===== config.mk =====
export PLATFORM = sky130hd
export DESIGN_NAME = dcache_req_decode
export DESIGN_NICKNAME = d
export VERILOG_FILES = /design/src/dcache_cfg_pkg.sv /design/src/dcache_bus_pkg.sv /design/src/dcache_req_decode.sv
export SDC_FILE = /design/constraint.sdc
export NUM_CORES = 1
export LEC_CHECK = 0
export BUFFER_PORTS_ARGS = -buffer_cell sky130_fd_sc_hd__buf_2
export CAP_MARGIN = 20
export CORE_AREA = 2 2 83 85
export DETAILED_ROUTE_END_ITERATION = 12
export DIE_AREA = 0 0 85 87
export PLACE_DENSITY = 0.83
export SYNTH_ARGS = -nofsm -noshare
export SYNTH_HDL_FRONTEND = slang
export SYNTH_SLANG_ARGS = --single-unit
export TNS_END_PERCENT = 20

===== constraint.sdc =====
create_clock -name clock -period 5.29 [get_ports clock]
set_clock_uncertainty 0.1 [all_clocks]
set_input_delay 0.7935 -clock clock [delete_from_list [all_inputs] [get_ports clock]]
set_output_delay 0.7935 -clock clock [all_outputs]
set_load 0.02 [all_outputs]

===== src/dcache_cfg_pkg.sv =====
/*
 * Data cache geometry defaults, device address windows and bus size codes.
 * Referenced by scoped name from the cache RTL and from the testbench.
 */
`default_nettype none

package dcache_cfg_pkg;

	parameter int ADDR_W = 32;
	parameter int DATA_W = 32;

	// 16 sets of 16-byte lines by default
	parameter int DEF_INDEX_W = 4;
	parameter int DEF_OFFSET_W = 4;

	// widest line a memory-side transfer carries
	parameter int MAX_LINE_W = 128;

	// device windows, one word each, never cached
	parameter logic [ADDR_W-1:0] DEV_UART_LO = 32'h1000_0000;
	parameter logic [ADDR_W-1:0] DEV_UART_HI = 32'h1000_0003;
	parameter logic [ADDR_W-1:0] DEV_SPI_LO = 32'h1000_1000;
	parameter logic [ADDR_W-1:0] DEV_SPI_HI = 32'h1000_1003;
	parameter logic [ADDR_W-1:0] DEV_GPIO_LO = 32'h1000_2000;
	parameter logic [ADDR_W-1:0] DEV_GPIO_HI = 32'h1000_2003;
	parameter logic [ADDR_W-1:0] DEV_CLINT_LO = 32'h0200_0000;
	parameter logic [ADDR_W-1:0] DEV_CLINT_HI = 32'h0200_0003;

	parameter logic [2:0] SIZE_WORD = 3'b010;

endpackage

`default_nettype wire


===== src/dcache_bus_pkg.sv =====
/*
 * Packed structs and enums shared by the data cache stages and the memory model.
 * Covers the core request, both memory-side ports and the lookup result.
 */
`default_nettype none

package dcache_bus_pkg;

	typedef struct packed {
		logic [dcache_cfg_pkg::ADDR_W-1:0] addr;
		logic [dcache_cfg_pkg::DATA_W-1:0] wdata;
		logic [3:0] strb;
		logic [2:0] size;
		logic write;
	} core_req_t;

	// encoding as seen by the write buffer
	typedef enum logic [2:0] {
		WR_BYTE = 3'b000,
		WR_HALF = 3'b001,
		WR_WORD = 3'b010,
		WR_LINE = 3'b100
	} wr_type_e;

	typedef struct packed {
		logic [dcache_cfg_pkg::ADDR_W-1:0] addr;
		logic [dcache_cfg_pkg::MAX_LINE_W-1:0] data;
		logic [3:0] strb;
		wr_type_e wtype;
	} mem_wr_t;

	typedef struct packed {
		logic [dcache_cfg_pkg::ADDR_W-1:0] addr;
		logic [2:0] size;
		logic [7:0] len;
	} mem_rd_t;

	typedef enum logic [2:0] {
		ST_IDLE,
		ST_CHECK,
		ST_MISS,
		ST_REPLACE,
		ST_LOAD,
		ST_FENCE,
		ST_FLUSH_NEXT
	} cache_state_e;

	// tag and line are right-aligned, upper bits zero
	typedef struct packed {
		logic hit;
		logic hit_way;
		logic [dcache_cfg_pkg::DATA_W-1:0] hit_word;
		logic victim_dirty;
		logic [dcache_cfg_pkg::ADDR_W-1:0] victim_tag;
		logic [dcache_cfg_pkg::MAX_LINE_W-1:0] victim_line;
		logic any_dirty;
	} lookup_t;

endpackage

`default_nettype wire


===== src/dcache_req_decode.sv =====
/*
 * First cache stage. Registers the core request while the controller accepts,
 * pulses started, and splits the held address into tag, index and offset.
 * Device windows are flagged as uncached here.
 */
`timescale 1ns/100ps
`default_nettype none

module dcache_req_decode #(
	parameter int INDEX_W = dcache_cfg_pkg::DEF_INDEX_W,
	parameter int OFFSET_W = dcache_cfg_pkg::DEF_OFFSET_W
) (
	input wire logic clock,
	input wire logic reset,
	input wire logic sel,
	input wire dcache_bus_pkg::core_req_t req,
	input wire logic accept,
	output dcache_bus_pkg::core_req_t cur,
	output logic [dcache_cfg_pkg::ADDR_W-INDEX_W-OFFSET_W-1:0] tag,
	output logic [INDEX_W-1:0] index,
	output logic [OFFSET_W-1:0] offset,
	output logic uncached,
	output logic started
);

	logic take;

	// started blocks a second capture of the same held request
	assign take = sel && accept && !started;

	always_ff @(posedge clock) begin
		if (reset) begin
			started <= 1'b0;
		end else begin
			started <= take;
		end
	end

	always_ff @(posedge clock) begin
		if (take) begin
			cur <= req;
		end
	end

	assign {tag, index, offset} = cur.addr;

	assign uncached =
		(cur.addr >= dcache_cfg_pkg::DEV_UART_LO && cur.addr <= dcache_cfg_pkg::DEV_UART_HI) ||
		(cur.addr >= dcache_cfg_pkg::DEV_SPI_LO && cur.addr <= dcache_cfg_pkg::DEV_SPI_HI) ||
		(cur.addr >= dcache_cfg_pkg::DEV_GPIO_LO && cur.addr <= dcache_cfg_pkg::DEV_GPIO_HI) ||
		(cur.addr >= dcache_cfg_pkg::DEV_CLINT_LO && cur.addr <= dcache_cfg_pkg::DEV_CLINT_HI);

endmodule

`default_nettype wire


==> summary.txt, run 1 <==
Timing
  • Unrepaired setup endpoints after global routing: no
  • Period utilization: 47.8%
  • Final Hold Fails: 0
  • Fin. max-slew vios: 0
  • Final critical-path required period: 2530 ps
  • Least-Margin Pin Slew: 810 ps
  • Slew headroom: 45.9%
  • Setup TNS Final: 0 ps
  • Fmax: 0.395 GHz
  • Final setup viols: 0

Worst setup path
  • CP Class: flop to primary output
  • R2R setup slack: 3230 ps
  • Worst-path fanout max: 3
  • CP Launch Type: flop
  • CP required: 4400 ps
  • CP endpoint kind: primary output
  • Crit path DAT: 1640 ps

Synthesis
  • Syn Inst Count: 122
  • Yosys reg bits: 73
  • Warnings, synthesis: 0
  • Register area share after synthesis: 86.1%
  • Distinct cells, synth: 13
  • Mean Syn Cell Area: 20.8 sq um
  • Post-synth net total: 198
  • Post-Syn Area: 0.00253 sq mm

Floorplan
  • Core Rows: 30
  • Initial core utilization: 38.6%
  • Die height: 87 um
  • Core area: 0.00657 sq mm
  • Die area: 0.00740 sq mm
  • Die span in x: 85 um
  • I/O pin count: 182

Power
  • Seq pwr share: 53.5%
  • Leak: 1.53 nW
  • Sw Share: 21.8%
  • Clock power frac: 37.5%
  • Net Sw Power: 0.276 mW
  • Worst ir drop on vdd: 0.185 mV
  • Internal power: 0.988 mW
  • PwrDens: 357 mW/mm^2
  • Comb power frac: 9.0%

Global routing
  • Gr ovfl total: 0
  • Total GRT Usage: 13.8%
  • Vias in the first global route: 1564
  • First-pass GRT wire length: 7390 um
  • Largest net degree at the start of global routing: 44
  • Initial antenna violation count: 0

Clocking
  • CTS Root Cell: clkbuf_8
  • CTS max path bufs: 2
  • Total CTS buffers: 9
  • Hold_buf cts: 0
  • H-tree Lvls: 3
  • Worst-path clk slew: 80 ps
  • Post-cts resize count: 0
  • Post-CTS Setup Bufs: 0
  • CTS tree: built
  • Worst-Skew Late Latency: 330 ps
  • CTS sink count: 73

Routing
  • DRT Pass-1 Iters: 4
  • Routed WL per cell: 14.4 um
  • DRC viols: 0
  • Via density: 4.43
  • Antenna viol nets, final: 0
  • Total Wirelength: 5280 um
  • Vias: 1631
  • Iteration-0 DRC Markers: 48

Run status
  • Outcome: completed

Final layout
  • Synthesis-to-finish area growth: 39.6%
  • Design area: 0.00354 sq mm
  • Commonest non-fill, non-tap cells in the layout: buf_2 (181), edfxtp_1 (72), clkbuf_8 (10)
  • Fill count: 572
  • Commonest non-fill, non-tap cell in the layout: buf_2
  • Util after Layout: 53.8%
  • Share of post-route cells with drive strength above 1: 69.4%
  • Post-layout nets: 359
  • # diodes: 0

Place
  • GPL Wtd Cong: 0.733
  • Area post-placement: 0.00331 sq mm
  • Port Buffers: 181
  • DP HPWL: 4140 um

Min path
  • HP Class: flop to flop

Run
  • Max-capacitance violation count: 0
==> logic make-up after synthesis <==
| logic type | count (synthesis) | share of synthesized area [%] |
|---|---|---|
| flip-flops | 73 | 86.1 |
| buffers and inverters | 33 | 9.63 |
| AND/OR/NAND/NOR | 15 | 4.00 |
| AO/OA/AOI/OAI | 1 | 0.247 |
==> cells in the mapped netlist, drive strengths merged <==
master / number / area [sq um]
edfxtp: 72 / 2160
nor3: 2 / 10.0
nor4b: 1 / 8.76
a31oi: 1 / 6.26
nor4: 6 / 56.3
nand4: 1 / 6.26
inv: 1 / 3.75
buf: 32 / 240
nand2: 2 / 7.51
nor2: 2 / 7.51
nand3: 1 / 5.00
dfxtp: 1 / 20.0
==> state kept, by name, indices dropped and copies added (netlist names) <==
register  count
cur          72
started       1
==> routing by layer <==
layer | part of all wire (%) | GRT usage (%) | wire length [um] | vias up
li1 | - | - | - | 752
met1 | 36 | 13.8 | 1880 | 738
met2 | 49 | 23.3 | 2610 | 130
met3 | 13 | 7.20 | 691 | 11
met4 | 1.9 | 7.79 | 98 | 0
met5 | 0 | 0 | 0 | -
==> power groups by stage <==
stage | combinational [mW] | sequential [mW] | clock (mW)
after detailed placement | 0.116 | 0.690 | 0
after CTS | 0.116 | 0.677 | 0.486
after global placement | 0.114 | 0.688 | 0
after floorplan | 0.0364 | 0.721 | 0
final | 0.114 | 0.677 | 0.473
after global routing | 0.122 | 0.679 | 0.508
==> cell type report <==
cell class | instances | area (sq um) | share of cell area, %
inverter | 1 | 3.75 | 0.106
multi-input combinational | 16 | 115 | 3.25
sequential | 73 | 2180 | 61.7
tap | 80 | 100 | 2.83
timing repair buffer | 182 | 913 | 25.8
clock inverter | 4 | 77.6 | 2.19
clock buffer | 12 | 145 | 4.10
==> final timing paths <==
path,from,end,cells past startpoint
hold reg to reg,started,started,1
setup reg to reg,started,cur[8],2
setup / recovery,cur[71],uncached,4
hold / removal,started,started,1
==> metrics by stage <==
step	power (mW)	instances	setup WS, ps	hold WS, ps
final	1.26	368	2760	405
after global routing	1.31	368	2600	443
after CTS	1.28	368	2690	408
after detailed placement	0.806	352	2580	396
after global placement	0.802	352	2650	387
after floorplan	0.758	122	812	466
==> critical path: stages (launching register included) <==
cell and delay (ps):
edfxtp_1 420, nor4_2 340, nand4_1 130, nor3_1 210
buf_2 200
(Power assumes the default switching activity.)
==> run 2: changes to the inputs <==
Settings changed: CORE_AREA 2 2 83 85 to 2 2 87 89, DIE_AREA 0 0 85 87 to 0 0 89 91, PLACE_DENSITY 0.83 to 0.8.
Clock period 5.29 ns to 2.2 ns, I/O delays scaled along.
==> summary.txt, run 2 (synthesis gave the netlist of run 1 again) <==
Run status
  • Outcome: completed

Clocking
  • CTS max path bufs: 2
  • H-tree Lvls: 3
  • Worst-path clk slew: 70 ps
  • Post-cts resize count: 0
  • Hold_buf cts: 0
  • Total CTS buffers: 9
  • Post-CTS Setup Bufs: 0
  • Worst-Skew Late Latency: 320 ps
  • CTS sink count: 73
  • CTS tree: built
  • CTS Root Cell: clkbuf_8

Floorplan
  • Initial core utilization: 35.5%
  • Core Rows: 31
  • Core area: 0.00714 sq mm
  • Die area: 0.00810 sq mm
  • Die span in x: 89 um
  • I/O pin count: 182
  • Die height: 91 um

Routing
  • Total Wirelength: 5430 um
  • Via density: 4.20
  • Routed WL per cell: 14.1 um
  • DRC viols: 0
  • Antenna viol nets, final: 0
  • Iteration-0 DRC Markers: 40
  • Vias: 1621
  • DRT Pass-1 Iters: 3

Final layout
  • Top reg by flops: cur
  • # diodes: 0
  • Commonest non-fill, non-tap cells in the layout: buf_2 (181), edfxtp_1 (72), clkbuf_8 (9)
  • Synthesis-to-finish area growth: 39.2%
  • Share of post-route cells with drive strength above 1: 69.3%
  • Post-layout nets: 359
  • Top flop regs: cur x72, started x1
  • Max reg flops: 72
  • Commonest non-fill, non-tap cell in the layout: buf_2

Worst setup path
  • Worst-path fanout max: 3
  • CP Cell Sequence: nor4_1 -> nand3_1 -> nor3_1 -> buf_2
  • CP required: 1770 ps
  • CP Launch Type: flop
  • R2R cell count: 2
  • CP Class: flop to primary output
  • CP endpoint kind: primary output
  • Max incr delay on CP: 420 ps
  • Crit path DAT: 1630 ps
  • Slowest cell on the critical path: edfxtp_1

Min path
  • HP Class: input pin to flop
  • Worst hold path depth: 1

Global routing
  • Gr ovfl total: 0
  • Initial antenna violation count: 0
  • Total GRT Usage: 13.0%
  • Largest net degree at the start of global routing: 72
  • First-pass GRT wire length: 7760 um
  • Vias in the first global route: 1643

Timing
  • Unrepaired setup endpoints after global routing: no
  • Setup TNS Final: 0 ps
  • Fmax: 0.485 GHz
  • Final critical-path required period: 2060 ps
  • Final Hold Fails: 0
  • Slew headroom: 76.1%
  • Final setup viols: 0
  • Fin. max-slew vios: 0
  • Period utilization: 93.8%
  • Hold WS: 72.4 ps
  • Least-Margin Pin Slew: 359 ps

Power
  • Worst ir drop on vdd: 0.456 mV
  • PwrDens: 807 mW/mm^2
  • Leak: 1.52 nW

Place
  • DP HPWL: 4260 um
  • GPL Wtd Cong: 0.708
  • Port Buffers: 181

Run
  • Max-capacitance violation count: 0
[run 2: cell count changes in the layout (fill, tap and decap cells not counted)]
cell | previous run | this run
buf_4 | 1 | 0
buf_12 | 0 | 1
clkinv_2 | 0 | 3
clkbuf_8 | 10 | 9
clkinv_4 | 2 | 0
bufinv_16 | 2 | 1
[run 2: per-stage QoR]
| stage | cell area (sq um) | worst slack, ps | std cells | utilization, % | power [mW] |
|---|---|---|---|---|---|
| finish | 3530 | 137 | 386 | 49.4 | 2.85 |
| global route | 3530 | 17.5 | 386 | 49.4 | 2.97 |
| CTS | 3530 | 84.7 | 386 | 49.4 | 2.90 |
| detailed placement | 3350 | 462 | 371 | 46.9 | 1.94 |
| global placement | 3350 | 509 | 371 | 46.9 | 1.93 |
| floorplan | 2540 | 179 | 122 | - | 1.82 |
[run 2: final timing paths]
path / startpoint / endpoint / slack (ps)
min reg2reg: started / started / 420
max reg2reg: started / cur[66] / 910
min: req[49] / cur[49] / 70
max: cur[58] / uncached / 140
[run 2: layout make-up]
class / instances / area, sq um
Tap cell: 99 / 124
Multi-Input combinational cell: 16 / 115
Sequential cell: 73 / 2180
Timing Repair Buffer: 182 / 926
Fill cell: 670 / 3610
Clock inverter: 4 / 45.0
Inverter: 1 / 3.75
Clock buffer: 11 / 131
[run 2: power by group]
group,switching [mW],total [mW],internal [mW]
Combinational,0.175,0.278,0.103
Sequential,0.0255,1.63,1.60
Clock,0.430,0.942,0.513
Total,0.630,2.85,2.22
[run 2: critical path: cells and delay by family, from the launching register on]
kind | cells | cell delay (ps)
DFF | 1 | 420
and+or+nand+nor | 3 | 690
buffers and inverters | 1 | 190
[run 2: layer usage]
metal	vias to the layer above	part of all wire (%)	GRT usage (%)	routed length [um]
met5	-	0	0	0
met4	0	2.3	6.47	125
met3	12	12	6.00	646
met2	113	51	22.7	2770
met1	745	35	12.7	1890
li1	751	-	-	-
==> run 3: changes to the inputs <==
Settings changed: BUFFER_PORTS_ARGS -buffer_cell sky130_fd_sc_hd__buf_2 to -buffer_cell sky130_fd_sc_hd__buf_4.
==> summary.txt, run 3 (synthesis gave the netlist of run 1 again) <==
Run status
  • Outcome: completed

Min path
  • HP Class: input pin to flop
  • Worst hold path depth: 2
  • Hold endpoint: started
  • Hold_sp: reset

Global routing
  • Initial antenna violation count: 0
  • Total GRT Usage: 14.1%
  • Gr ovfl total: 0
  • First-pass GRT wire length: 8310 um
  • Vias in the first global route: 1707
  • Largest net degree at the start of global routing: 70

Power
  • Seq pwr share: 57.5%
  • PwrDens: 715 mW/mm^2
  • Clock power frac: 29.8%
  • Comb power frac: 12.6%
  • Internal power: 2.18 mW
  • Leak: 1.67 nW
  • Worst ir drop on vdd: 0.317 mV
  • Net Sw Power: 0.653 mW
  • Sw Share: 23.1%

Final layout
  • Commonest non-fill, non-tap cells in the layout: buf_4 (181), edfxtp_1 (72), clkbuf_8 (9)
  • Top flop regs: cur x72, started x1
  • # diodes: 0
  • Synthesis-to-finish area growth: 56.2%
  • Commonest non-fill, non-tap cell in the layout: buf_4
  • Max reg flops: 72
  • Final cell count without fillers: 387
  • Share of post-route cells with drive strength above 1: 68.8%
  • Top reg by flops: cur
  • Post-layout nets: 359

Floorplan
  • Core area: 0.00714 sq mm
  • Die area: 0.00810 sq mm
  • Initial core utilization: 35.5%
  • I/O pin count: 182
  • Die span in x: 89 um
  • Die height: 91 um
  • Core Rows: 31

Timing
  • Final critical-path required period: 2060 ps
  • Period utilization: 93.6%
  • Setup TNS Final: 0 ps
  • Unrepaired setup endpoints after global routing: no
  • Fin. max-slew vios: 0
  • Final Hold Fails: 0
  • Final setup viols: 0
  • Least-Margin Pin Slew: 364 ps
  • Fmax: 0.486 GHz
  • Slew headroom: 75.7%

Clocking
  • Worst-path clk slew: 70 ps
  • Worst-Skew Late Latency: 330 ps
  • CTS sink count: 73
  • Post-cts resize count: 0
  • H-tree Lvls: 3
  • Post-CTS Setup Bufs: 0
  • CTS Root Cell: clkbuf_8
  • Total CTS buffers: 9
  • CTS tree: built
  • CTS max path bufs: 2
  • Hold_buf cts: 0

Routing
  • Antenna viol nets, final: 0
  • DRT Pass-1 Iters: 4
  • Total Wirelength: 5760 um
  • Vias: 1610
  • Via density: 4.16
  • DRC viols: 0
  • Iteration-0 DRC Markers: 46
  • Routed WL per cell: 14.9 um

Worst setup path
  • Slowest cell on the critical path: edfxtp_1
  • Reg-to-reg startpoint: started
  • R2R setup slack: 830 ps
  • Max incr delay on CP: 430 ps
  • R2R cell count: 2
  • CP Cell Sequence: nor4_2 -> nand4_1 -> nor3_1 -> buf_4
  • Buf/Inv on CP: 1
  • CP required: 1770 ps
  • CP Launch Type: flop
  • Crit path DAT: 1630 ps
  • Worst R2R End: cur[53]
  • Worst-path fanout max: 3
  • CP endpoint kind: primary output
  • CP top delay family: simple AND/OR/NAND/NOR gates
  • CP Class: flop to primary output

Place
  • Cells after DPL: 371
  • DP HPWL: 4430 um
  • Port Buffers: 181
  • GPL Wtd Cong: 0.698

Run
  • Max-capacitance violation count: 0
==> run 3: worst register-to-register path, cell delays in order, from the launching register on <==
cell and delay (ps):
dfxtp_1 350, nor2_4 200, buf_12 350
==> run 3: worst max-delay path by stage <==
stage            start  endpoint  slack, ps  cells past startpoint
2_1_floorplan  started    cur[0]        180                      1
3_3_place_gp   cur[51]  uncached        500                      4
3_5_place_dp   cur[71]  uncached        470                      4
4_1_cts        cur[71]  uncached         90                      4
5_1_grt        cur[58]  uncached         20                      4
6_report       cur[71]  uncached        140                      4
==> run 3: final cells by class <==
type,instances,area [sq um]
well taps,99,124
inverters,1,3.75
multi-input cells,16,115
clock buffers,11,131
clock inverters,5,22.5
repair buffers,182,1380
fillers,639,3180
flip-flops and latches,73,2180
==> run 3: metrics by stage <==
step	worst slack (ps)	hold WS [ps]	utilization [%]	total power, mW	instance area [sq um]
floorplan	179	307	-	1.82	2540
global placement	497	391	53.3	2.01	3800
detailed placement	467	408	53.3	2.02	3800
CTS	93.0	50.3	55.5	2.87	3960
global route	23.8	43.8	55.5	2.95	3960
finish	141	61.9	55.5	2.83	3960
==> run 3: metal layers <==
| metal | up-vias | global-route usage, % | wire (um) |
|---|---|---|---|
| li1 | 753 | - | - |
| met1 | 736 | 13.6 | 1870 |
| met2 | 113 | 25.0 | 3070 |
| met3 | 8 | 7.82 | 732 |
| met4 | 0 | 4.60 | 90 |
| met5 | - | 0 | 0 |
==> run 3: power groups by stage <==
stage               clock [mW]  sequential (mW)  combinational, mW
global route             0.933             1.64              0.380
global placement             0             1.66              0.357
floorplan                    0             1.73             0.0886
CTS                      0.872             1.63              0.364
finish                   0.844             1.63              0.358
detailed placement           0             1.66              0.363
