===== src/dcache_cfg_pkg.sv =====
/*
 * Data cache geometry defaults, device address windows and bus size codes.
 * Referenced by scoped name from the cache RTL and from the testbench.
 */
`default_nettype none

package dcache_cfg_pkg;

	parameter int ADDR_W = 32;
	parameter int DATA_W = 32;

	// 16 sets of 16-byte lines by default
	parameter int DEF_INDEX_W = 4;
	parameter int DEF_OFFSET_W = 4;

	// widest line a memory-side transfer carries
	parameter int MAX_LINE_W = 128;

	// device windows, one word each, never cached
	parameter logic [ADDR_W-1:0] DEV_UART_LO = 32'h1000_0000;
	parameter logic [ADDR_W-1:0] DEV_UART_HI = 32'h1000_0003;
	parameter logic [ADDR_W-1:0] DEV_SPI_LO = 32'h1000_1000;
	parameter logic [ADDR_W-1:0] DEV_SPI_HI = 32'h1000_1003;
	parameter logic [ADDR_W-1:0] DEV_GPIO_LO = 32'h1000_2000;
	parameter logic [ADDR_W-1:0] DEV_GPIO_HI = 32'h1000_2003;
	parameter logic [ADDR_W-1:0] DEV_CLINT_LO = 32'h0200_0000;
	parameter logic [ADDR_W-1:0] DEV_CLINT_HI = 32'h0200_0003;

	parameter logic [2:0] SIZE_WORD = 3'b010;

endpackage

`default_nettype wire


===== src/dcache_bus_pkg.sv =====
/*
 * Packed structs and enums shared by the data cache stages and the memory model.
 * Covers the core request, both memory-side ports and the lookup result.
 */
`default_nettype none

package dcache_bus_pkg;

	typedef struct packed {
		logic [dcache_cfg_pkg::ADDR_W-1:0] addr;
		logic [dcache_cfg_pkg::DATA_W-1:0] wdata;
		logic [3:0] strb;
		logic [2:0] size;
		logic write;
	} core_req_t;

	// encoding as seen by the write buffer
	typedef enum logic [2:0] {
		WR_BYTE = 3'b000,
		WR_HALF = 3'b001,
		WR_WORD = 3'b010,
		WR_LINE = 3'b100
	} wr_type_e;

	typedef struct packed {
		logic [dcache_cfg_pkg::ADDR_W-1:0] addr;
		logic [dcache_cfg_pkg::MAX_LINE_W-1:0] data;
		logic [3:0] strb;
		wr_type_e wtype;
	} mem_wr_t;

	typedef struct packed {
		logic [dcache_cfg_pkg::ADDR_W-1:0] addr;
		logic [2:0] size;
		logic [7:0] len;
	} mem_rd_t;

	typedef enum logic [2:0] {
		ST_IDLE,
		ST_CHECK,
		ST_MISS,
		ST_REPLACE,
		ST_LOAD,
		ST_FENCE,
		ST_FLUSH_NEXT
	} cache_state_e;

	// tag and line are right-aligned, upper bits zero
	typedef struct packed {
		logic hit;
		logic hit_way;
		logic [dcache_cfg_pkg::DATA_W-1:0] hit_word;
		logic victim_dirty;
		logic [dcache_cfg_pkg::ADDR_W-1:0] victim_tag;
		logic [dcache_cfg_pkg::MAX_LINE_W-1:0] victim_line;
		logic any_dirty;
	} lookup_t;

endpackage

`default_nettype wire


===== src/dcache_ctrl.sv =====
/*
 * Third cache stage. Miss and fence FSM, victim choice, write-back through
 * the write buffer and burst refill through the read arbiter. Drives the
 * ready pulse and read data back to the core.
 */
`timescale 1ns/100ps
`default_nettype none

module dcache_ctrl #(
	parameter int INDEX_W = dcache_cfg_pkg::DEF_INDEX_W,
	parameter int OFFSET_W = dcache_cfg_pkg::DEF_OFFSET_W
) (
	input wire logic clock,
	input wire logic reset,
	input wire logic started,
	input wire logic fence,
	input wire dcache_bus_pkg::core_req_t cur,
	input wire logic [dcache_cfg_pkg::ADDR_W-INDEX_W-OFFSET_W-1:0] tag,
	input wire logic [INDEX_W-1:0] index,
	input wire logic [OFFSET_W-1:0] offset,
	input wire logic uncached,
	input wire dcache_bus_pkg::lookup_t look,
	input wire logic wr_ready,
	input wire logic [31:0] rd_data,
	input wire logic rd_valid,
	input wire logic rd_last,
	output logic accept,
	output logic ready,
	output logic [31:0] rdata,
	output logic hit_write,
	output logic fill,
	output logic fill_way,
	output logic [(8 << OFFSET_W)-1:0] fill_line,
	output logic fill_dirty,
	output logic invalidate_all,
	output logic walk,
	output logic [INDEX_W-1:0] walk_index,
	output logic wr_req,
	output dcache_bus_pkg::mem_wr_t wr,
	output logic rd_req,
	output dcache_bus_pkg::mem_rd_t rd
);

	localparam int TAG_W = dcache_cfg_pkg::ADDR_W - INDEX_W - OFFSET_W;
	localparam int LINE_W = 8 << OFFSET_W;
	localparam int WORDS = LINE_W / 32;

	dcache_bus_pkg::cache_state_e state_q, state_d;
	logic flip_q;
	logic victim_q;
	logic fence_q;
	logic done_q;
	logic [INDEX_W:0] walk_q;
	logic walk_last;
	logic last_beat;
	logic [LINE_W-1:0] refill_q;
	logic [LINE_W-1:0] new_line;
	logic [LINE_W-1:0] merged_line;
	logic [31:0] rdata_q;
	logic [OFFSET_W-3:0] word_sel;
	logic [INDEX_W-1:0] vic_index;

	assign word_sel = offset[OFFSET_W-1:2];
	// walk_q is {set, way}
	assign walk_index = walk_q[INDEX_W:1];
	assign walk_last = &walk_q;
	assign walk = fence_q;
	assign fill_way = fence_q ? walk_q[0] : victim_q;
	assign vic_index = fence_q ? walk_index : index;
	assign last_beat = (state_q == dcache_bus_pkg::ST_LOAD) && rd_valid && rd_last;

	always_comb begin
		state_d = state_q;
		case (state_q)
			dcache_bus_pkg::ST_IDLE: begin
				if (started) begin
					state_d = dcache_bus_pkg::ST_CHECK;
				end else if (fence) begin
					state_d = dcache_bus_pkg::ST_FENCE;
				end
			end
			dcache_bus_pkg::ST_CHECK: begin
				if (uncached || !look.hit) begin
					state_d = dcache_bus_pkg::ST_MISS;
				end else begin
					state_d = dcache_bus_pkg::ST_IDLE;
				end
			end
			dcache_bus_pkg::ST_MISS: begin
				if (wr_ready) begin
					if (fence_q || (uncached && cur.write) || (!uncached && look.victim_dirty)) begin
						state_d = dcache_bus_pkg::ST_REPLACE;
					end else begin
						state_d = dcache_bus_pkg::ST_LOAD;
					end
				end
			end
			dcache_bus_pkg::ST_REPLACE: begin
				if (fence_q) begin
					state_d = dcache_bus_pkg::ST_FLUSH_NEXT;
				end else if (uncached) begin
					state_d = dcache_bus_pkg::ST_IDLE;
				end else begin
					state_d = dcache_bus_pkg::ST_LOAD;
				end
			end
			dcache_bus_pkg::ST_LOAD: begin
				if (rd_valid && rd_last) begin
					state_d = dcache_bus_pkg::ST_IDLE;
				end
			end
			dcache_bus_pkg::ST_FENCE: begin
				// clean entries skip straight to the next one
				if (look.victim_dirty) begin
					state_d = dcache_bus_pkg::ST_MISS;
				end else begin
					state_d = dcache_bus_pkg::ST_FLUSH_NEXT;
				end
			end
			dcache_bus_pkg::ST_FLUSH_NEXT: begin
				state_d = walk_last ? dcache_bus_pkg::ST_IDLE : dcache_bus_pkg::ST_FENCE;
			end
			default: begin
				state_d = dcache_bus_pkg::ST_IDLE;
			end
		endcase
	end

	always_ff @(posedge clock) begin
		if (reset) begin
			state_q <= dcache_bus_pkg::ST_IDLE;
			flip_q <= 1'b0;
			fence_q <= 1'b0;
			done_q <= 1'b0;
			walk_q <= '0;
		end else begin
			state_q <= state_d;
			flip_q <= ~flip_q;
			done_q <= last_beat;
			if (state_q == dcache_bus_pkg::ST_IDLE && state_d == dcache_bus_pkg::ST_FENCE) begin
				fence_q <= 1'b1;
				walk_q <= '0;
			end else if (state_q == dcache_bus_pkg::ST_FENCE && !look.any_dirty) begin
				// nothing to write back, finish on this step
				walk_q <= '1;
			end else if (state_q == dcache_bus_pkg::ST_FLUSH_NEXT) begin
				walk_q <= walk_q + 1'b1;
				fence_q <= !walk_last;
			end
		end
	end

	// victim way frozen for the whole miss
	always_ff @(posedge clock) begin
		if (state_q == dcache_bus_pkg::ST_CHECK && state_d == dcache_bus_pkg::ST_MISS) begin
			victim_q <= flip_q;
		end
	end

	// burst words arrive lowest first and shift down from the top
	always_comb begin
		new_line = {rd_data, refill_q[LINE_W-1:32]};
		merged_line = new_line;
		for (int b = 0; b < 4; b++) begin
			if (cur.strb[b]) begin
				merged_line[word_sel*32 + 8*b +: 8] = cur.wdata[8*b +: 8];
			end
		end
	end

	always_ff @(posedge clock) begin
		if (state_q == dcache_bus_pkg::ST_LOAD && rd_valid) begin
			refill_q <= new_line;
		end
		if (last_beat) begin
			rdata_q <= uncached ? rd_data : new_line[word_sel*32 +: 32];
		end
	end

	assign accept = (state_q == dcache_bus_pkg::ST_IDLE) && !done_q;
	assign hit_write = (state_q == dcache_bus_pkg::ST_CHECK) && look.hit && !uncached && cur.write;
	assign fill = last_beat && !uncached;
	assign fill_line = cur.write ? merged_line : new_line;
	assign fill_dirty = cur.write;
	assign invalidate_all = (state_q == dcache_bus_pkg::ST_FLUSH_NEXT) && walk_last;

	assign ready = done_q || invalidate_all ||
		((state_q == dcache_bus_pkg::ST_CHECK) && look.hit && !uncached) ||
		((state_q == dcache_bus_pkg::ST_REPLACE) && uncached && !fence_q);
	assign rdata = done_q ? rdata_q : look.hit_word;

	assign wr_req = (state_q == dcache_bus_pkg::ST_REPLACE);
	assign rd_req = (state_q == dcache_bus_pkg::ST_LOAD);

	always_comb begin
		wr = '0;
		if (uncached && !fence_q) begin
			wr.addr = cur.addr;
			wr.data[31:0] = cur.wdata;
			wr.strb = cur.strb;
			case (cur.size[1:0])
				2'b00: wr.wtype = dcache_bus_pkg::WR_BYTE;
				2'b01: wr.wtype = dcache_bus_pkg::WR_HALF;
				default: wr.wtype = dcache_bus_pkg::WR_WORD;
			endcase
		end else begin
			wr.addr = {look.victim_tag[TAG_W-1:0], vic_index, {OFFSET_W{1'b0}}};
			wr.data = look.victim_line;
			wr.strb = 4'hf;
			wr.wtype = dcache_bus_pkg::WR_LINE;
		end
	end

	always_comb begin
		if (uncached) begin
			rd.addr = cur.addr;
			rd.size = cur.size;
			rd.len = 8'd0;
		end else begin
			rd.addr = {tag, index, {OFFSET_W{1'b0}}};
			rd.size = dcache_cfg_pkg::SIZE_WORD;
			rd.len = 8'(WORDS - 1);
		end
	end

endmodule

`default_nettype wire


===== config.mk =====
export PLATFORM = sky130hd
export DESIGN_NAME = dcache_ctrl
export DESIGN_NICKNAME = d
export VERILOG_FILES = /design/src/dcache_cfg_pkg.sv /design/src/dcache_bus_pkg.sv /design/src/dcache_ctrl.sv
export SDC_FILE = /design/constraint.sdc
export NUM_CORES = 1
export LEC_CHECK = 0
export ABC_AREA = 0
export BUFFER_PORTS_ARGS = -buffer_cell sky130_fd_sc_hd__buf_2
export CAP_MARGIN = 10
export CORE_AREA = 2 2 285 287
export DETAILED_ROUTE_END_ITERATION = 10
export DIE_AREA = 0 0 287 289
export GPL_TIMING_DRIVEN = 1
export MAX_ROUTING_LAYER = met4
export PLACE_DENSITY_LB_ADDON = 0.12
export SLEW_MARGIN = 20
export SYNTH_ARGS = -nofsm -noshare
export SYNTH_HDL_FRONTEND = slang
export SYNTH_SLANG_ARGS = --single-unit

===== constraint.sdc =====
create_clock -name clock -period 11.55 [get_ports clock]
set_clock_uncertainty 0.1 [all_clocks]
set_input_delay 0.5775 -clock clock [delete_from_list [all_inputs] [get_ports clock]]
set_output_delay 0.5775 -clock clock [all_outputs]
set_load 0.02 [all_outputs]

==> results of run 1 <==
-- flip-flops by register name, summed over array words and instances (netlist names) --
register  count
rdata_q      32
walk          1
flip_q        1
walk_q        5
state_q       3
victim_q      1
refill_q     96
done_q        1
-- metrics by stage --
| step | instance area [sq um] | setup WS, ns |
|---|---|---|
| finish | 14900 | 7.16 |
| global route | 14900 | 6.90 |
| CTS | 14900 | 7.04 |
| detailed placement | 14300 | 7.10 |
| global placement | 14300 | 7.09 |
| floorplan | 9740 | 7.08 |
-- worst max-delay path, cell delays in order (launching register included) --
cell     delay (ns)
dfxtp_1        0.80
nor2b_4        0.36
inv_4          0.59
buf_4          0.77
nand2_1        0.14
nand2_1        0.24
buf_2          0.22
-- metal layers --
layer | part of all wire, % | GRT usage, % | vias to the layer above
met1 | 36 | 19.8 | 5572
li1 | - | - | 5104
met2 | 54 | 36.2 | 534
met4 | 3.7 | 6.94 | 0
met5 | 0 | - | -
met3 | 6.1 | 4.43 | 85
-- report_power, final --
| group | internal, mW | switching (mW) | leakage, nW |
|---|---|---|---|
| combinational | 0.185 | 0.409 | 5.28 |
| sequential | 0.577 | 0.0207 | 1.26 |
| clock | 0.321 | 0.262 | 0.286 |
-- cell families (layout without fill, tap and decap cells) --
family                     Yosys count  count (layout)  synth area share [%]
other                                1              15                0.0386
xor gates and xnor gates             2               2                 0.180
muxes                               98              98                  10.9
AOI/OAI and AO/OA                  211             211                  15.0
DFF                                140             140                  42.1
buffers and inverters               87             756                  4.94
and+or+nand+nor                    526             526                  25.7
adders and majority gates            8               8                  1.03
-- cell type report --
class | count | area, sq um
tap | 1060 | 1330
fill | 9226 | 65000
clock inverter | 15 | 163
antenna | 9 | 22.5
inverter | 7 | 28.8
multi-input combinational | 851 | 5190
timing repair buffer | 717 | 3620
clock buffer | 17 | 425
sequential | 140 | 4100
-- final timing paths --
path,from,end,cells after the start
worst max-delay path,walk,wr[156],6
worst min-delay path,rd_data[28],refill_q[124],1
worst max register to register,state_q[2],rdata_q[14],4
worst min register to register,flip_q,flip_q,1
-- cells in the final DEF, fill, tap and decap left out, types with 2 or more instances in the layout --
master | Yosys | layout
buf_2 | 25 | 704
nand2_1 | 306 | 306
edfxtp_1 | 129 | 129
and2_1 | 105 | 105
a22o_1 | 80 | 80
mux2_2 | 65 | 65
o21ai_0 | 55 | 55
nor2_1 | 47 | 47
a21oi_1 | 37 | 37
mux2i_1 | 33 | 33
o21ai_2 | 20 | 20
clkbuf_16 | 0 | 17
nand3_1 | 16 | 16
buf_4 | 26 | 13
dfxtp_1 | 11 | 10
diode_2 | 0 | 9
nand2b_1 | 9 | 9
o21ai_1 | 9 | 8
ha_1 | 8 | 8
conb_1 | 1 | 6
nor2b_1 | 7 | 5
nor2_4 | 5 | 5
and3_1 | 5 | 4
nand3b_1 | 4 | 4
clkinv_4 | 0 | 4
inv_1 | 4 | 3
inv_2 | 2 | 3
nor4_1 | 3 | 3
clkinv_2 | 0 | 3
inv_6 | 0 | 3
nor3b_1 | 2 | 2
nor2b_4 | 0 | 2
nand3_2 | 2 | 2
nor2_2 | 2 | 2
nor4_4 | 2 | 2
nand4b_1 | 2 | 2
o22ai_1 | 2 | 2
xor2_1 | 2 | 2
clkinvlp_4 | 0 | 2
bufinv_16 | 0 | 2
==> flow_metrics.env, run 1 <==
export IMPL_status="complete, no violations"
export IMPL_power_mw=1.77
export IMPL_p_leak_nw=6.82
export IMPL_cts_tree="yes"
export IMPL_ys_ff_latch=140
export IMPL_final_util_pct=18.6
export IMPL_fin_hold_ws_ns=0.211
export IMPL_num_io_pins=724
export IMPL_final_nets=2082
export IMPL_drive_gt1_share_pct=49.3
export IMPL_clock_path_buffers=2
export IMPL_power_density_nw_per_um2=119
export IMPL_synth_common_cells="nand2_1 (306), edfxtp_1 (129), and2_1 (105), a22o_1 (80), mux2_2 (65)"
export IMPL_worstMarginPinSlew_ns=1.01
export IMPL_cts_hold_buffers=0
export IMPL_via_per_inst=4.01
export IMPL_ys_flop_type="edfxtp_1"
export IMPL_crit_path_end_kind="output pin"
export IMPL_ctsHtreeMaxLevel=4
export IMPL_clk_pin_slew_worst_paths_ns=0.07
export IMPL_yosysWarnings=0
export IMPL_fp_row_count=104
export IMPL_vias=11300
export IMPL_remaining_drc_errors=0
export IMPL_critical_path_class="reg -> out"
export IMPL_cts_root_buf="clkbuf_16"
export IMPL_initial_core_util_pct=12.2
export IMPL_routabilityCongestion=0.947
export IMPL_postCtsSetupBuffers=0
export IMPL_dp_cells=2775
export IMPL_die_w_um=287
export IMPL_cap_violations=0
export IMPL_clock_sink_count=140
export IMPL_drt_iter0_drc=575
export IMPL_finalSetupTns_ns=0
export IMPL_cts_buffers=17
export IMPL_dieArea_sq_um=82900
export IMPL_finalHoldViolCount=0
export IMPL_ir_drop_uv=111
export IMPL_yosysTopAreaCell="edfxtp_1"
export IMPL_final_cells=2816
export IMPL_yosysUniqueCellTypes=53
export IMPL_setup_viol=0
export IMPL_antenna_found_initial=31
export IMPL_syn_to_final_growth_pct=53.1
export IMPL_wl_mm=81.0
export IMPL_synth_area_sq_um=9720
export IMPL_routedWlPerCell_um=28.8
export IMPL_worstPathRequired_ns=10.87
export IMPL_ctsResizeCount=0
export IMPL_coreArea_sq_um=79900
export IMPL_critPathArrivalTime_ns=3.71
export IMPL_grt_overflow=0
export IMPL_grt_pass1_wl_mm=104
export IMPL_grt_pass1_vias=11200
export IMPL_holdCritPathClass="in -> reg"
export IMPL_syn_inst=1073
export IMPL_syn_avg_cell_area_sq_um=9.06
export IMPL_ys_seq_area_share_pct=42.1
export IMPL_slew_headroom_pct=32.0
export IMPL_cp_max_fo=111
export IMPL_clock_latency_ns=0.48
export IMPL_die_height_um=289
export IMPL_fin_crit_ns=4.39
export IMPL_startpoint_type="register"
export IMPL_firstDrtPassIters=7
export IMPL_ant_nets=0
export IMPL_synth_async_reset_ratio_pct=0
export IMPL_fin_crit_sh_pct=38.0
export IMPL_grt_max_degree=112
export IMPL_dp_hpwl_mm=66.3
export IMPL_yosysTopAreaCellShare_pct=39.9
export IMPL_synth_most_common_cell="nand2_1"
export IMPL_grt_util_all_layers_pct=19.4
export IMPL_synth_edf_count=129
export IMPL_slew_viol_final=0
export IMPL_rsz0062_at_grt="no"
export IMPL_io_buffers=706
export IMPL_synthTopCellsByArea="edfxtp_1 (40%), nand2_1 (12%), mux2_2 (7.5%), a22o_1 (7.2%), and2_1 (6.8%)"
export IMPL_reg2reg_slack_ns=8.66
export IMPL_max_freq_ghz=0.228
No activity file was read; power rests on OpenSTA's default activity.
==> inputs of run 2 (changes only) <==
Settings changed: ABC_AREA 0 to 1, CORE_AREA 2 2 285 287 to 2 2 283 285, DIE_AREA 0 0 287 289 to 0 0 285 287.
Clock period 11.55 ns to 3.65 ns, I/O delays scaled along.
==> run 2 against run 1 <==
  * First-iteration DRC count rose by 35%
  * Core utilization up 1.7 points
  * Non-clock buffer count rose by 48
  * Cell count rose by 18%
  * Combinational power rose to 3.2 times the previous value
  * Final area rose by 7.5%
  * Sequential share of layout area fell by 1.9 points
  * Register-to-register slack lost 7.1 ns
  * Routed wire length is 2.1% lower
  * Worst setup slack got worse by 6.7 ns
  * Clock-buffer cell count unchanged
  * Critical path type is now in -> out
  * Largest cell class unchanged
  * Largest power group is now combinational logic
==> flow_metrics.env, run 2 <==
export IMPL_dp_hpwl_mm=63.8
export IMPL_io_buffers=706
export IMPL_synth_most_common_cell="nand2_1"
export IMPL_ys_ff_latch=140
export IMPL_max_freq_ghz=0.314
export IMPL_ys_flop_type="edfxtp_1"
export IMPL_worstMarginPinSlew_ns=1.01
export IMPL_holdPathStages=5
export IMPL_reg2reg_slack_ns=1.55
export IMPL_fin_crit_ns=3.18
export IMPL_slew_headroom_pct=32.9
export IMPL_synth_compound_area_share_pct=13.8
export IMPL_max_stage_delay_ns=0.75
export IMPL_synthTopCellsByArea="edfxtp_1 (37%), nand2_1 (15%), inv_1 (9.2%), o21ai_0 (8.4%), nor2_1 (6.8%)"
export IMPL_crit_path_end_kind="output pin"
export IMPL_grt_pass1_wl_mm=107
export IMPL_ctsHtreeMaxLevel=4
export IMPL_grt_util_all_layers_pct=19.3
export IMPL_ant_nets=0
export IMPL_synth_async_reset_ratio_pct=0
export IMPL_dieArea_sq_um=81800
export IMPL_top_regs="refill_q (96), rdata_q (32), walk_q (5)"
export IMPL_pwr_share_seq_pct=33.7
export IMPL_clock_sink_count=140
export IMPL_r2r_cells=4
export IMPL_vias=13400
export IMPL_r2r_end="refill_q[69]"
export IMPL_cts_hold_buffers=40
export IMPL_routabilityCongestion=0.988
export IMPL_path_cells="buf_2 -> inv_4 -> ha_1 -> clkinv_1 -> nor2_4 -> nand4_1 -> o21ai_1 -> buf_2"
export IMPL_rsz0062_at_grt="no"
export IMPL_p_int_mw=3.37
export IMPL_die_w_um=285
export IMPL_initial_core_util_pct=13.3
export IMPL_fin_crit_sh_pct=87.2
export IMPL_cap_violations=0
export IMPL_syn_inst=1555
export IMPL_layout_commonest_cell="buf_2"
export IMPL_ctsResizeCount=0
export IMPL_synth_common_cells="nand2_1 (427), inv_1 (256), nor2_1 (191), o21ai_0 (176), edfxtp_1 (129)"
export IMPL_grt_max_degree=129
export IMPL_via_per_inst=4.04
export IMPL_min_to="state_q[0]"
export IMPL_regMostFlops="refill_q"
export IMPL_clock_path_buffers=2
export IMPL_grt_pass1_vias=13700
export IMPL_yosysTopAreaCell="edfxtp_1"
export IMPL_final_util_pct=20.3
export IMPL_power_density_nw_per_um2=346
export IMPL_swShare_pct=39.1
export IMPL_yosysWarnings=0
export IMPL_remaining_drc_errors=0
export IMPL_worstPathRequired_ns=3.37
export IMPL_wl_mm=79.3
export IMPL_p_leak_nw=8.25
export IMPL_drt_iter0_drc=778
export IMPL_ys_seq_area_share_pct=39.0
export IMPL_critPathSlowestCell="ha_1"
export IMPL_holdCritPathClass="in -> reg"
export IMPL_synthXorXnorAreaFrac_pct=0.0835
export IMPL_grt_overflow=0
export IMPL_fp_row_count=103
export IMPL_clock_latency_ns=0.48
export IMPL_firstDrtPassIters=5
export IMPL_cts_root_buf="clkbuf_16"
export IMPL_yosysTopAreaCellShare_pct=36.9
export IMPL_routedWlPerCell_um=23.9
export IMPL_cts_tree="yes"
export IMPL_synth_mux_area_share_pct=0
export IMPL_postCtsSetupBuffers=0
export IMPL_clk_pin_slew_worst_paths_ns=0.07
export IMPL_r2r_start="state_q[1]"
export IMPL_p_sw_mw=2.16
export IMPL_largest_reg_flops=96
export IMPL_pwr_share_comb_pct=34.0
export IMPL_setup_viol=0
export IMPL_die_height_um=287
export IMPL_yosys_area_share_adder_pct=0.955
export IMPL_startpoint_type="input port"
export IMPL_critPathArrivalTime_ns=2.90
export IMPL_finalHoldViolCount=0
export IMPL_status="complete, no violations"
export IMPL_pwr_share_clk_pct=32.3
export IMPL_final_nets=2588
export IMPL_num_io_pins=724
export IMPL_synth_area_sq_um=10500
export IMPL_synth_edf_count=129
export IMPL_finalSetupTns_ns=0
export IMPL_synth_simple_area_share_pct=31.0
export IMPL_slew_viol_final=0
export IMPL_final_cell_mix="buf_2 (705), nand2_1 (427), inv_1 (254)"
export IMPL_syn_avg_cell_area_sq_um=6.74
export IMPL_antenna_found_initial=31
export IMPL_drive_gt1_share_pct=35.8
export IMPL_cts_buffers=17
export IMPL_cp_max_fo=21
export IMPL_hp_start="started"
export IMPL_yosysUniqueCellTypes=34
export IMPL_syn_to_final_growth_pct=52.5
export IMPL_synth_top_family_by_area="simple AND/OR/NAND/NOR gates"
export IMPL_crit_top_cell="buf_2"
export IMPL_coreArea_sq_um=78600
export IMPL_critical_path_class="in -> out"
export IMPL_ir_drop_uv=338
run 2: cell types whose count changed in the layout (fill, tap and decap cells not counted), moves of 40 or more:
cell / before / now
mux2_2: 65 / 0
nor2_1: 47 / 189
and2_1: 105 / 0
nand2_1: 306 / 427
inv_1: 3 / 254
o21ai_0: 55 / 176
a22o_1: 80 / 0
dlygate4sd3_1: 0 / 40
nand3_1: 16 / 76
o22ai_1: 2 / 57
run 2: worst max path at each step:
stage	start	end	slack [ns]	cells past startpoint
floorplan	state_q[0]	fill	0.78	5
global placement	offset[3]	fill_line[64]	0.44	8
detailed placement	offset[3]	fill_line[64]	0.40	8
CTS	offset[3]	fill_line[64]	0.39	8
global route	offset[3]	fill_line[65]	0.33	8
finish	offset[3]	fill_line[64]	0.47	8
run 2: per-stage QoR:
step	total power [mW]	hold WS (ns)	worst slack, ns	std cells	instance area [sq um]
5_1_grt	5.82	0.0333	0.334	3323	16000
3_3_place_gp	3.79	0.278	0.439	3231	15000
6_report	5.53	0.0470	0.466	3325	16000
3_5_place_dp	3.79	0.281	0.401	3231	15000
4_1_cts	5.68	0.00282	0.392	3302	15900
2_1_floorplan	2.87	0.149	0.782	1560	10500
run 2: kinds of logic after synthesis:
kind of cell | count (synthesis)
compound gates | 270
other cells | 1
buf+inv | 367
xor+xnor | 1
flops | 140
simple gates | 768
fa+ha+maj | 8
run 2: power by group through the flow:
stage,sequential (mW),combinational (mW),clock [mW]
after floorplan,1.88,0.988,0
after global placement,1.90,1.89,0
after detailed placement,1.90,1.89,0
final,1.86,1.88,1.79
after global routing,1.87,2.03,1.92
after CTS,1.86,1.94,1.88
run 2: routing by layer:
| metal | vias up | track usage, % | wire length [um] |
|---|---|---|---|
| met1 | 6434 | 19.0 | 28600 |
| met2 | 554 | 34.3 | 40900 |
| met3 | 92 | 5.30 | 5230 |
| met5 | - | - | 0 |
| met4 | 0 | 10.9 | 4560 |
| li1 | 6338 | - | - |
run 2: final cells by class:
cell class | count | area (sq um)
Tap cell | 1050 | 1310
Timing Repair Buffer | 765 | 4100
Antenna cell | 23 | 57.6
Clock inverter | 14 | 145
Inverter | 263 | 993
Clock buffer | 17 | 425
Sequential cell | 140 | 4100
Fill cell | 9238 | 62600
Multi-Input combinational cell | 1053 | 4860
run 2: worst max-delay path: cells and delay by family:
kind / cells / cell delay [ns]
and+or+nand+nor: 2 / 0.51
adders and majority gates: 1 / 0.75
AOI/OAI and AO/OA: 1 / 0.13
buffers and inverters: 4 / 1.27
